**config.mk**
```make
export PLATFORM = sky130hd
export DESIGN_NAME = opm_timers
export DESIGN_NICKNAME = d
export VERILOG_FILES = /design/src/design/opm_timer_pkg.sv /design/src/design/opm_bus_pkg.sv /design/src/design/opm_timers.sv /design/src/design/opm_irq_status.sv /design/src/design/opm_timer_b.sv /design/src/design/opm_timer_a.sv /design/src/design/opm_control.sv
export VERILOG_INCLUDE_DIRS = /design/src /design/src/design
export SDC_FILE = /design/constraint.sdc
export NUM_CORES = 1
export LEC_CHECK = 0
export BUFFER_PORTS_ARGS = -buffer_cell sky130_fd_sc_hd__buf_4
export CAP_MARGIN = 20
export CELL_PAD_IN_SITES_DETAIL_PLACEMENT = 1
export CELL_PAD_IN_SITES_GLOBAL_PLACEMENT = 2
export CORE_MARGIN = 2
export CORE_UTILIZATION = 39
export DETAILED_ROUTE_END_ITERATION = 16
export HOLD_SLACK_MARGIN = 0.1
export PLACE_DENSITY_LB_ADDON = 0.1
export SYNTH_ARGS = -nofsm -noshare
export SYNTH_HDL_FRONTEND = slang
export SYNTH_SLANG_ARGS = --single-unit
```
**constraint.sdc**
```tcl
create_clock -name i_emuclk -period 3.06 [get_ports i_emuclk]
set_clock_uncertainty 0.05 [all_clocks]
set_input_delay 0.153 -clock i_emuclk [delete_from_list [all_inputs] [get_ports i_emuclk]]
set_output_delay 0.153 -clock i_emuclk [all_outputs]
set_load 0.03 [all_outputs]
```
**src/design/opm_timer_cfg.svh**
```systemverilog
`ifndef OPM_TIMER_CFG_SVH
`define OPM_TIMER_CFG_SVH

// sequencer
`define OPM_SLOTS           32      // slots per sample
`define OPM_TMRB_PRESCALE   16      // timer B ticks per count

// timer widths
`define OPM_TMRA_W          10
`define OPM_TMRB_W          8

//////////////////////////////
// register map
`define OPM_ADDR_CLKA1      8'h10   // timer A bits 9..2
`define OPM_ADDR_CLKA2      8'h11   // timer A bits 1..0
`define OPM_ADDR_CLKB       8'h12
`define OPM_ADDR_TMRCTRL    8'h14
`define OPM_ADDR_CT         8'h1B   // ct2 on bit 7, ct1 on bit 6

`endif
```
**src/design/opm_timer_pkg.sv**
```systemverilog
`include "opm_timer_cfg.svh"

package opm_timer_pkg;

    //////////////////////////////
    // timer counts and slot number

    typedef logic [`OPM_TMRA_W-1:0]         tmra_val_t;
    typedef logic [`OPM_TMRB_W-1:0]         tmrb_val_t;
    typedef logic [$clog2(`OPM_SLOTS)-1:0]  slot_t;

    // register 0x14 as seen by the timers
    // frst_a / frst_b are one-cycle strobes, the rest are held
    typedef struct packed {
        logic run_a;        // bit 0
        logic run_b;        // bit 1
        logic irqen_a;      // bit 2
        logic irqen_b;      // bit 3
        logic frst_a;       // bit 4
        logic frst_b;       // bit 5
    } tmr_ctrl_t;

    //////////////////////////////
    // timer B state

    typedef enum logic {
        TB_IDLE,            // held at load value
        TB_RUN
    } tmrb_state_e;

endpackage

```
**src/design/opm_bus_pkg.sv**
```systemverilog
package opm_bus_pkg;

    //////////////////////////////
    // host bus types

    typedef logic [7:0] opm_byte_t;     // data byte on the bus
    typedef logic [7:0] opm_addr_t;     // register address latched on a0 = 0

    // status byte seen on every read
    // only the two timer flags and the busy bit carry meaning
    typedef logic [7:0] opm_status_t;

    // status bit positions
    localparam int STAT_FLAG_A = 0;
    localparam int STAT_FLAG_B = 1;
    localparam int STAT_BUSY   = 7;     // busy is never raised here

endpackage

```
**src/design/opm_timers.sv**
```systemverilog
`timescale 1ns/1ps

module opm_timers (
    input  logic                        i_emuclk,
    input  logic                        i_rst_n,

    // bus
    input  logic                        i_cs_n,
    input  logic                        i_rd_n,
    input  logic                        i_wr_n,
    input  logic                        i_a0,
    input  opm_bus_pkg::opm_byte_t      i_d,
    output opm_bus_pkg::opm_byte_t      o_d,
    output logic                        o_d_oe,

    output logic                        o_ct1,
    output logic                        o_ct2,
    output logic                        o_irq_n
);

    opm_timer_pkg::tmr_ctrl_t   ctrl;
    opm_timer_pkg::tmra_val_t   clka;
    opm_timer_pkg::tmrb_val_t   clkb;
    logic                       tick;
    logic                       ovfl_a, ovfl_b;

    //////////////////////////////
    // blocks

    opm_control u_control (
        .i_emuclk   (i_emuclk   ),
        .i_rst_n    (i_rst_n    ),
        .i_cs_n     (i_cs_n     ),
        .i_wr_n     (i_wr_n     ),
        .i_a0       (i_a0       ),
        .i_d        (i_d        ),
        .o_ctrl     (ctrl       ),
        .o_clka     (clka       ),
        .o_clkb     (clkb       ),
        .o_ct1      (o_ct1      ),
        .o_ct2      (o_ct2      ),
        .o_tick     (tick       )
    );

    opm_timer_a u_timer_a (
        .i_emuclk   (i_emuclk   ),
        .i_rst_n    (i_rst_n    ),
        .i_tick     (tick       ),
        .i_run      (ctrl.run_a ),
        .i_load     (clka       ),
        .o_ovfl     (ovfl_a     )
    );

    opm_timer_b u_timer_b (
        .i_emuclk   (i_emuclk   ),
        .i_rst_n    (i_rst_n    ),
        .i_tick     (tick       ),
        .i_run      (ctrl.run_b ),
        .i_load     (clkb       ),
        .o_ovfl     (ovfl_b     )
    );

    opm_irq_status u_irq_status (
        .i_emuclk   (i_emuclk   ),
        .i_rst_n    (i_rst_n    ),
        .i_ovfl_a   (ovfl_a     ),
        .i_ovfl_b   (ovfl_b     ),
        .i_ctrl     (ctrl       ),
        .i_cs_n     (i_cs_n     ),
        .i_rd_n     (i_rd_n     ),
        .o_status   (o_d        ),   // status is the only readable byte
        .o_d_oe     (o_d_oe     ),
        .o_irq_n    (o_irq_n    )
    );

endmodule

```
**src/design/opm_irq_status.sv**
```systemverilog
`timescale 1ns/1ps

module opm_irq_status (
    input  logic                        i_emuclk,
    input  logic                        i_rst_n,

    input  logic                        i_ovfl_a,
    input  logic                        i_ovfl_b,
    input  opm_timer_pkg::tmr_ctrl_t    i_ctrl,

    // read side
    input  logic                        i_cs_n,
    input  logic                        i_rd_n,
    output opm_bus_pkg::opm_status_t    o_status,
    output logic                        o_d_oe,

    output logic                        o_irq_n
);

    logic flag_a, flag_b;

    //////////////////////////////
    // flag latches

    // clear beats set when both land together
    always_ff @(posedge i_emuclk) begin
        if (!i_rst_n) begin
            flag_a <= 1'b0;
            flag_b <= 1'b0;
        end else begin
            if (i_ctrl.frst_a)
                flag_a <= 1'b0;
            else if (i_ovfl_a && i_ctrl.irqen_a)
                flag_a <= 1'b1;

            if (i_ctrl.frst_b)
                flag_b <= 1'b0;
            else if (i_ovfl_b && i_ctrl.irqen_b)
                flag_b <= 1'b1;
        end
    end

    always_comb begin
        o_status                           = '0;
        o_status[opm_bus_pkg::STAT_FLAG_A] = flag_a;
        o_status[opm_bus_pkg::STAT_FLAG_B] = flag_b;
        o_status[opm_bus_pkg::STAT_BUSY]   = 1'b0;   // no write latency to report
    end

    assign o_irq_n = !(flag_a || flag_b);
    assign o_d_oe  = !i_cs_n && !i_rd_n;

endmodule

```
**src/design/opm_timer_b.sv**
```systemverilog
`timescale 1ns/1ps
`include "opm_timer_cfg.svh"

module opm_timer_b (
    input  logic                        i_emuclk,
    input  logic                        i_rst_n,

    input  logic                        i_tick,     // one per sample
    input  logic                        i_run,
    input  opm_timer_pkg::tmrb_val_t    i_load,

    output logic                        o_ovfl
);

    opm_timer_pkg::tmrb_state_e                 state;
    opm_timer_pkg::tmrb_val_t                   cnt;
    logic [$clog2(`OPM_TMRB_PRESCALE)-1:0]      presc;      // ticks within one count
    logic                                       presc_done;

    assign presc_done = (presc == '1);  // every 16th tick

    //////////////////////////////
    // state, prescaler, counter

    always_ff @(posedge i_emuclk) begin
        if (!i_rst_n) begin
            state  <= opm_timer_pkg::TB_IDLE;
            cnt    <= '0;
            presc  <= '0;
            o_ovfl <= 1'b0;
        end else begin
            o_ovfl <= 1'b0;
            case (state)
                opm_timer_pkg::TB_IDLE: begin
                    cnt <= i_load;
                    if (i_run) begin
                        state <= opm_timer_pkg::TB_RUN;
                        presc <= '0;        // fresh prescale on start
                    end
                end
                opm_timer_pkg::TB_RUN: begin
                    if (!i_run) begin
                        state <= opm_timer_pkg::TB_IDLE;
                        cnt   <= i_load;
                    end else if (i_tick) begin
                        presc <= presc + 1'b1;
                        if (presc_done) begin
                            if (cnt == '1) begin
                                cnt    <= i_load;
                                o_ovfl <= 1'b1;
                            end else begin
                                cnt <= cnt + 1'b1;
                            end
                        end
                    end
                end
                default: state <= opm_timer_pkg::TB_IDLE;
            endcase
        end
    end

endmodule

```
**src/design/opm_timer_a.sv**
```systemverilog
`timescale 1ns/1ps

module opm_timer_a (
    input  logic                        i_emuclk,
    input  logic                        i_rst_n,

    input  logic                        i_tick,     // one per sample
    input  logic                        i_run,
    input  opm_timer_pkg::tmra_val_t    i_load,

    output logic                        o_ovfl
);

    opm_timer_pkg::tmra_val_t cnt;

    //////////////////////////////
    // load, count, overflow

    always_ff @(posedge i_emuclk) begin
        if (!i_rst_n) begin
            cnt    <= '0;
            o_ovfl <= 1'b0;
        end else begin
            o_ovfl <= 1'b0;                 // pulse by default low
            if (!i_run) begin
                cnt <= i_load;              // stopped, track the register
            end else if (i_tick) begin
                if (cnt == '1) begin
                    cnt    <= i_load;
                    o_ovfl <= 1'b1;
                end else begin
                    cnt <= cnt + 1'b1;
                end
            end
        end
    end

endmodule

```
**src/design/opm_control.sv**
```systemverilog
`timescale 1ns/1ps
`include "opm_timer_cfg.svh"

module opm_control (
    input  logic                    i_emuclk,
    input  logic                    i_rst_n,

    // bus
    input  logic                    i_cs_n,
    input  logic                    i_wr_n,
    input  logic                    i_a0,
    input  opm_bus_pkg::opm_byte_t  i_d,

    // to the timers
    output opm_timer_pkg::tmr_ctrl_t o_ctrl,
    output opm_timer_pkg::tmra_val_t o_clka,
    output opm_timer_pkg::tmrb_val_t o_clkb,

    // ct pins
    output logic                    o_ct1,
    output logic                    o_ct2,

    output logic                    o_tick      // once per sample
);

    opm_bus_pkg::opm_addr_t addr;
    opm_bus_pkg::opm_byte_t clka1;
    logic [1:0]             clka2;
    opm_bus_pkg::opm_byte_t clkb;
    logic                   run_a, run_b;
    logic                   irqen_a, irqen_b;
    logic                   frst_a, frst_b;
    opm_timer_pkg::slot_t   slot;
    logic                   tick_q;
    logic                   wr;
    logic                   wr_data;

    assign wr      = !i_cs_n && !i_wr_n;
    assign wr_data = wr && i_a0;

    //////////////////////////////
    // address latch and registers

    always_ff @(posedge i_emuclk) begin
        if (!i_rst_n) begin
            addr    <= '0;
            clka1   <= '0;
            clka2   <= '0;
            clkb    <= '0;
            run_a   <= 1'b0;
            run_b   <= 1'b0;
            irqen_a <= 1'b0;
            irqen_b <= 1'b0;
            o_ct1   <= 1'b0;
            o_ct2   <= 1'b0;
        end else if (wr && !i_a0) begin
            addr <= i_d;
        end else if (wr_data) begin
            case (addr)
                `OPM_ADDR_CLKA1:   clka1 <= i_d;
                `OPM_ADDR_CLKA2:   clka2 <= i_d[1:0];
                `OPM_ADDR_CLKB:    clkb  <= i_d;
                `OPM_ADDR_TMRCTRL: begin
                    run_a   <= i_d[0];
                    run_b   <= i_d[1];
                    irqen_a <= i_d[2];
                    irqen_b <= i_d[3];
                end
                `OPM_ADDR_CT: begin
                    o_ct2 <= i_d[7];
                    o_ct1 <= i_d[6];
                end
                default: ;          // other registers belong to the sound path
            endcase
        end
    end

    // flag reset bits are not stored, only pulsed
    always_ff @(posedge i_emuclk) begin
        if (!i_rst_n) begin
            frst_a <= 1'b0;
            frst_b <= 1'b0;
        end else begin
            frst_a <= wr_data && (addr == `OPM_ADDR_TMRCTRL) && i_d[4];
            frst_b <= wr_data && (addr == `OPM_ADDR_TMRCTRL) && i_d[5];
        end
    end

    //////////////////////////////
    // slot sequencer

    always_ff @(posedge i_emuclk) begin
        if (!i_rst_n) begin
            slot   <= '0;
            tick_q <= 1'b0;
        end else begin
            slot   <= slot + 1'b1;      // wraps after slot 31
            tick_q <= (slot == opm_timer_pkg::slot_t'(`OPM_SLOTS - 1));
        end
    end

    assign o_tick = tick_q;

    assign o_clka = {clka1, clka2};
    assign o_clkb = clkb;

    assign o_ctrl.run_a   = run_a;
    assign o_ctrl.run_b   = run_b;
    assign o_ctrl.irqen_a = irqen_a;
    assign o_ctrl.irqen_b = irqen_b;
    assign o_ctrl.frst_a  = frst_a;
    assign o_ctrl.frst_b  = frst_b;

endmodule

```
-- Word level (Yosys, flattened, before mapping)
Cells that the tools add are included.
- register bits: 67
- bits of input ports: 14
- output and inout port bits: 12
- word-level logic and storage cells: 85
- add/sub/neg operators: 4
- equal/unequal tests: 15
- muxes and demuxes: 15
- bitwise logic cells: 3
- reductions and logical operators: 26
- operator list (kind ; count):
    == test 8 x 5 -> 1 bit (second input constant) ; 5
    two-way mux 8 bit ; 4
    two-way mux 10 bit ; 3
    AND reduction 3 bit ; 7
    one-hot mux 8 bit (2 select lines) ; 1
    two-way mux 4 bit ; 3
    adder 10 x 1 -> 10 bit (second input constant) ; 1
    == test 10 bit (second input constant) ; 1
    logical AND 1 bit ; 9
    adder 8 x 1 -> 8 bit (second input constant) ; 1
    == test 8 bit (second input constant) ; 1
    != test 2 bit (second input constant) ; 4
    one-hot mux 4 bit (2 select lines) ; 1
    != test 3 bit (second input constant) ; 2
    adder 5 x 1 -> 5 bit (second input constant) ; 1
    == test 5 bit (second input constant) ; 1
    zero test 1 bit ; 5
    AND reduction 5 bit ; 1
    adder 4 x 1 -> 4 bit (second input constant) ; 1
    == test 4 bit (second input constant) ; 1
    OR reduction 2 bit ; 2
    two-way mux 1 bit ; 3
    inverter 1 bit ; 3
    AND reduction 2 bit ; 1
    logical OR 1 bit ; 1

-- Logic depth before layout (Yosys ltp)
- word-level depth: 6
- gate-level depth with buffers: 6
- depth with buffers taken out: 5

-- Modules after synthesis
Synthesis repeated with hierarchy kept, for this count alone.
- cells, all modules: 356
- area total of the unflattened synthesis: 3245.6 um^2
- modules (own cells, without submodules) (module ; instances ; cells an instance ; area each (um^2) ; sequential area each (um^2)):
    opm_control ; 1 ; 152 ; 1595.3 ; 800.8
    opm_timer_b ; 1 ; 101 ; 819.5 ; 280.3
    opm_timer_a ; 1 ; 86 ; 684.4 ; 220.2
    opm_irq_status ; 1 ; 17 ; 146.4 ; 40.0

-- Least setup slack after synthesis
Ideal clock, no wire load.
- path type: register to register
- start: reg u_timer_a.cnt[0]
- end: reg u_timer_a.cnt[0]
- library setup time: 133 ps
- arrival: 1423 ps
- required time: 2877 ps
- slack: 1454 ps
- cell stages (with the launch flop): 6
- path buffers: 0
- clock period less this slack: 1606 ps
- cell sequence: dfxtp_1 -> ha_1 -> nand3_1 -> o31ai_1 -> a2bb2oi_1 -> a31oi_1
- word-level cells in the longest chain between the ends: 4
- elaborated cells on any way between the ends: 5
- classes of those cells: add/sub (1); eq/ne (1); mux (3)
- RTL lines (element ; RTL line ; text):
    from (decl) ; opm_timer_a.sv:14 ; opm_timer_pkg::tmra_val_t cnt;
    from (signal assigned) ; opm_timer_a.sv:26 ; cnt <= i_load;
    from (signal assigned) ; opm_timer_a.sv:29 ; cnt <= i_load;
    from (signal assigned) ; opm_timer_a.sv:32 ; cnt <= cnt + 1'b1;
    adder 10 x 1 -> 10 bit or == test 10 bit (tied branches) ; opm_timer_a.sv:32, opm_timer_a.sv:28 ;
    two-way mux 10 bit * ; opm_timer_a.sv:28 ; if (cnt == '1) begin
    two-way mux 10 bit * ; opm_timer_a.sv:27 ; end else if (i_tick) begin
    two-way mux 10 bit * ; opm_timer_a.sv:25 ; if (!i_run) begin
Every way passes the cells marked *; elsewhere a longest branch is shown, timed or not. The select of a mux whose other input is x is not followed.
A chain may end at the register's enable or synchronous reset.

-- Worst setup path in the final report
- start: reg u_timer_a.cnt[0]
- end: reg u_timer_a.cnt[4]
The elaborated chain is that of the path after synthesis.

==> flow_summary.toml <==
[worst_setup_path]
crit_chain = "ha_1 -> nand3_1 -> o31ai_1 -> nor2_1 -> nor4_1"
endpoint_kind = "flip-flop"
path_max_fanout = 6
critical_path_class = "reg2reg"
slowest_delay_ns = 0.66
crit_required_ns = 3.25
slowest_stage = "o31ai_1"
critPathLaunchType = "flip-flop"
crit_arrival_ns = 2.12

[global_route]
grt_max_degree = 55
grt.overflow.total = 0
grt.total_usage_pct = 19.78
first_global_vias = 2694
grt_pass1_wl_um = 13610
antenna_found_initial = 0

[place]
hpwl_um = 5577
place.gp.congestion = 0.8295
placed_area_um2 = 3318
portBuffers = 19
place_inst = 462

[clocking]
clk_path_buf_depth = 2
htreeDepth = 3
cts_resized = 0
clk_latency_ns = 0.34
clock-root-buffer = "clkbuf_8"
numCtsBuffers = 9
tritoncts = "yes"
clk_transition_reported_paths_ns = 0.08
clock-sinks = 67
cts_setup_buffers = 0

[run_status]
status = "completed"

[detailed_routing]
via_per_inst = 5.440
wl_per_cell_um = 16.40
drtIter0Drc = 108
drc = 0
drt_wl_total_um = 7970
ant_nets = 0
vias = 2644
drt_first_pass_iters = 4

[layout]
seqCellArea_um2 = 1341
diodes = 0
multiInputGateArea_um2 = 1658
final-instance-count-excl-fill = 486
final_common_cell = "dfxtp_1"
syn_to_final_growth_pct = 13.53
fin_area_um2 = 3591
layout-drive-gt1-share_pct = 11.46
fin_nets = 398
n_fill_cell = 935
final_cell_mix = "67 x dfxtp_1, 49 x nand2_1, 27 x mux2i_1, 26 x nor2_1, 23 x buf_4"

[sta]
rsz0062_at_grt = "no"
final_hold_viol_count = 0
slew_headroom_pct = 45.03
finalMaxSlewViolations = 0
fmax_mhz = 518.1
tns_ns = 0
finalSetupViolCount = 0
worst_pin_slew_ns = 0.8201
finalCriticalPeriod_ns = 1.930
period_share_pct = 63.07

[die]
core_area_um2 = 7807
initial_utilization_pct = 40.51
die_x_um = 94.06
row_count = 32
die_y_um = 94.06
io_pins = 26
die-area_um2 = 8846

[flow_run]
max_cap_viol_count = 0

[synth]
syn_area_per_cell_um2 = 8.860
synth_area_um2 = 3163
post_synth_num_cell_types = 54
synth_edf_count = 0
ys_seq_elements = 67
synth_flop_cell = "dfxtp_1"
yosysSeqAreaShare_pct = 42.41
syn-instance-count = 357
async_flop_share_pct = 0
synth-warning-count = 0

[power]
ir_drop_v = 0.0002220
total_leakage_power_nw = 1.280
power.density_nw_per_um2 = 475.8
total_power_mw = 1.709

[min_path]
hold_class = "in2reg"
## power by group
| part | switching [mW] | leakage [nW] | internal (mW) |
|---|---|---|---|
| Combinational | 0.0520 | 0.643 | 0.0339 |
| Clock | 0.358 | 0.0966 | 0.378 |
| Sequential | 0.00807 | 0.541 | 0.879 |
## metal layers
| layer | vias up | GRT usage [%] | routed length (um) |
|---|---|---|---|
| met1 | 1278 | 27.58 | 4121 |
| met4 | 0 | 6.522 | 111 |
| met3 | 9 | 2.889 | 210 |
| met5 | - | 0 | 0 |
| met2 | 35 | 31.37 | 3526 |
| li1 | 1322 | - | - |
## cells in the mapped netlist, types with 3 or more instances
master	count	share of area, %
a21boi_0	3	0.71
a21oi_1	11	1.7
a22oi_1	3	0.71
a311oi_1	3	0.83
a31oi_1	5	0.99
and2_1	6	1.2
and3_1	7	1.4
and4_1	3	0.83
buf_4	8	1.9
clkbuf_1	11	1.3
clkbuf_8	3	1.3
dfxtp_1	67	42
ha_1	5	2.0
inv_1	5	0.59
mux2i_1	27	8.5
nand2_1	49	5.8
nand3_1	21	3.3
nand4_1	11	2.2
nor2_1	26	3.1
nor3_1	10	1.6
nor3b_1	3	0.71
nor4_1	4	0.79
o21a_1	4	0.95
o21ai_0	19	3.0
o22ai_1	4	0.79
or3_1	4	0.79
xor2_1	3	0.83
## worst max-delay path, delay by kind of cell (launching register included)
kind | cells | cell delay (ns)
AND/OR/NAND/NOR | 3 | 0.48
adder cells (fa/ha/maj) | 1 | 0.22
AO/OA/AOI/OAI | 1 | 0.66
flip-flops | 1 | 0.42
## final timing paths
| kind | start | to | slack, ns | cells past startpoint |
|---|---|---|---|---|
| worst max register to register | u_timer_a.cnt[0] | u_timer_a.cnt[4] | 1.13 | 5 |
| worst max-delay path | u_timer_a.cnt[0] | u_timer_a.cnt[4] | 1.13 | 5 |
| worst min-delay path | i_a0 | u_control.addr[1] | 0.20 | 4 |
| worst min register to register | u_control.frst_a | u_irq_status.flag_a | 0.35 | 1 |
## registers in the layout, indices dropped and copies added (netlist names), 2 cells and up
name / cells
u_timer_a.cnt: 10
u_control.addr: 8
u_control.clka1: 8
u_control.o_clkb: 8
u_timer_b.cnt: 8
u_control.slot: 5
u_timer_b.presc: 4
u_control.clka2: 2
## through the flow
stage                     hold slack, ns  util (%)  setup WS [ns]
after floorplan                   0.2489         -          1.454
after global placement            0.3265     42.50          1.182
after detailed placement          0.3310     42.50          1.155
after CTS                         0.1943     45.99          1.104
after global routing              0.2268     45.99         0.9881
final                             0.2036     45.99          1.130
## logic make-up (layout without fill, tap and decap cells)
kind of cell	count (synthesis)	count (layout)	share of synthesized area (%)
mux	27	27	8.544
fa+ha+maj	5	5	1.978
other cells	1	6	0.1186
simple gates	158	158	26.98
xor+xnor	4	4	1.108
flops	67	67	42.41
buf+inv	30	52	5.775
compound gates	65	65	13.09
## repair_timing
item / in CTS / in global routing
endpoints found under the hold margin: 14 / 0
setup endpoints to repair: 0 / 0
hold buffers: 8 / 0
## final cells by class
cell class                 instances  area share (%)
sequential                        67           37.35
inverter                           5          0.5226
timing repair buffer              31           7.038
multi-input combinational        265           46.17
clock inverter                     6           1.812
clock buffer                      10           3.554
tap                              102           3.554
Power figures use the tool's default switching activity.
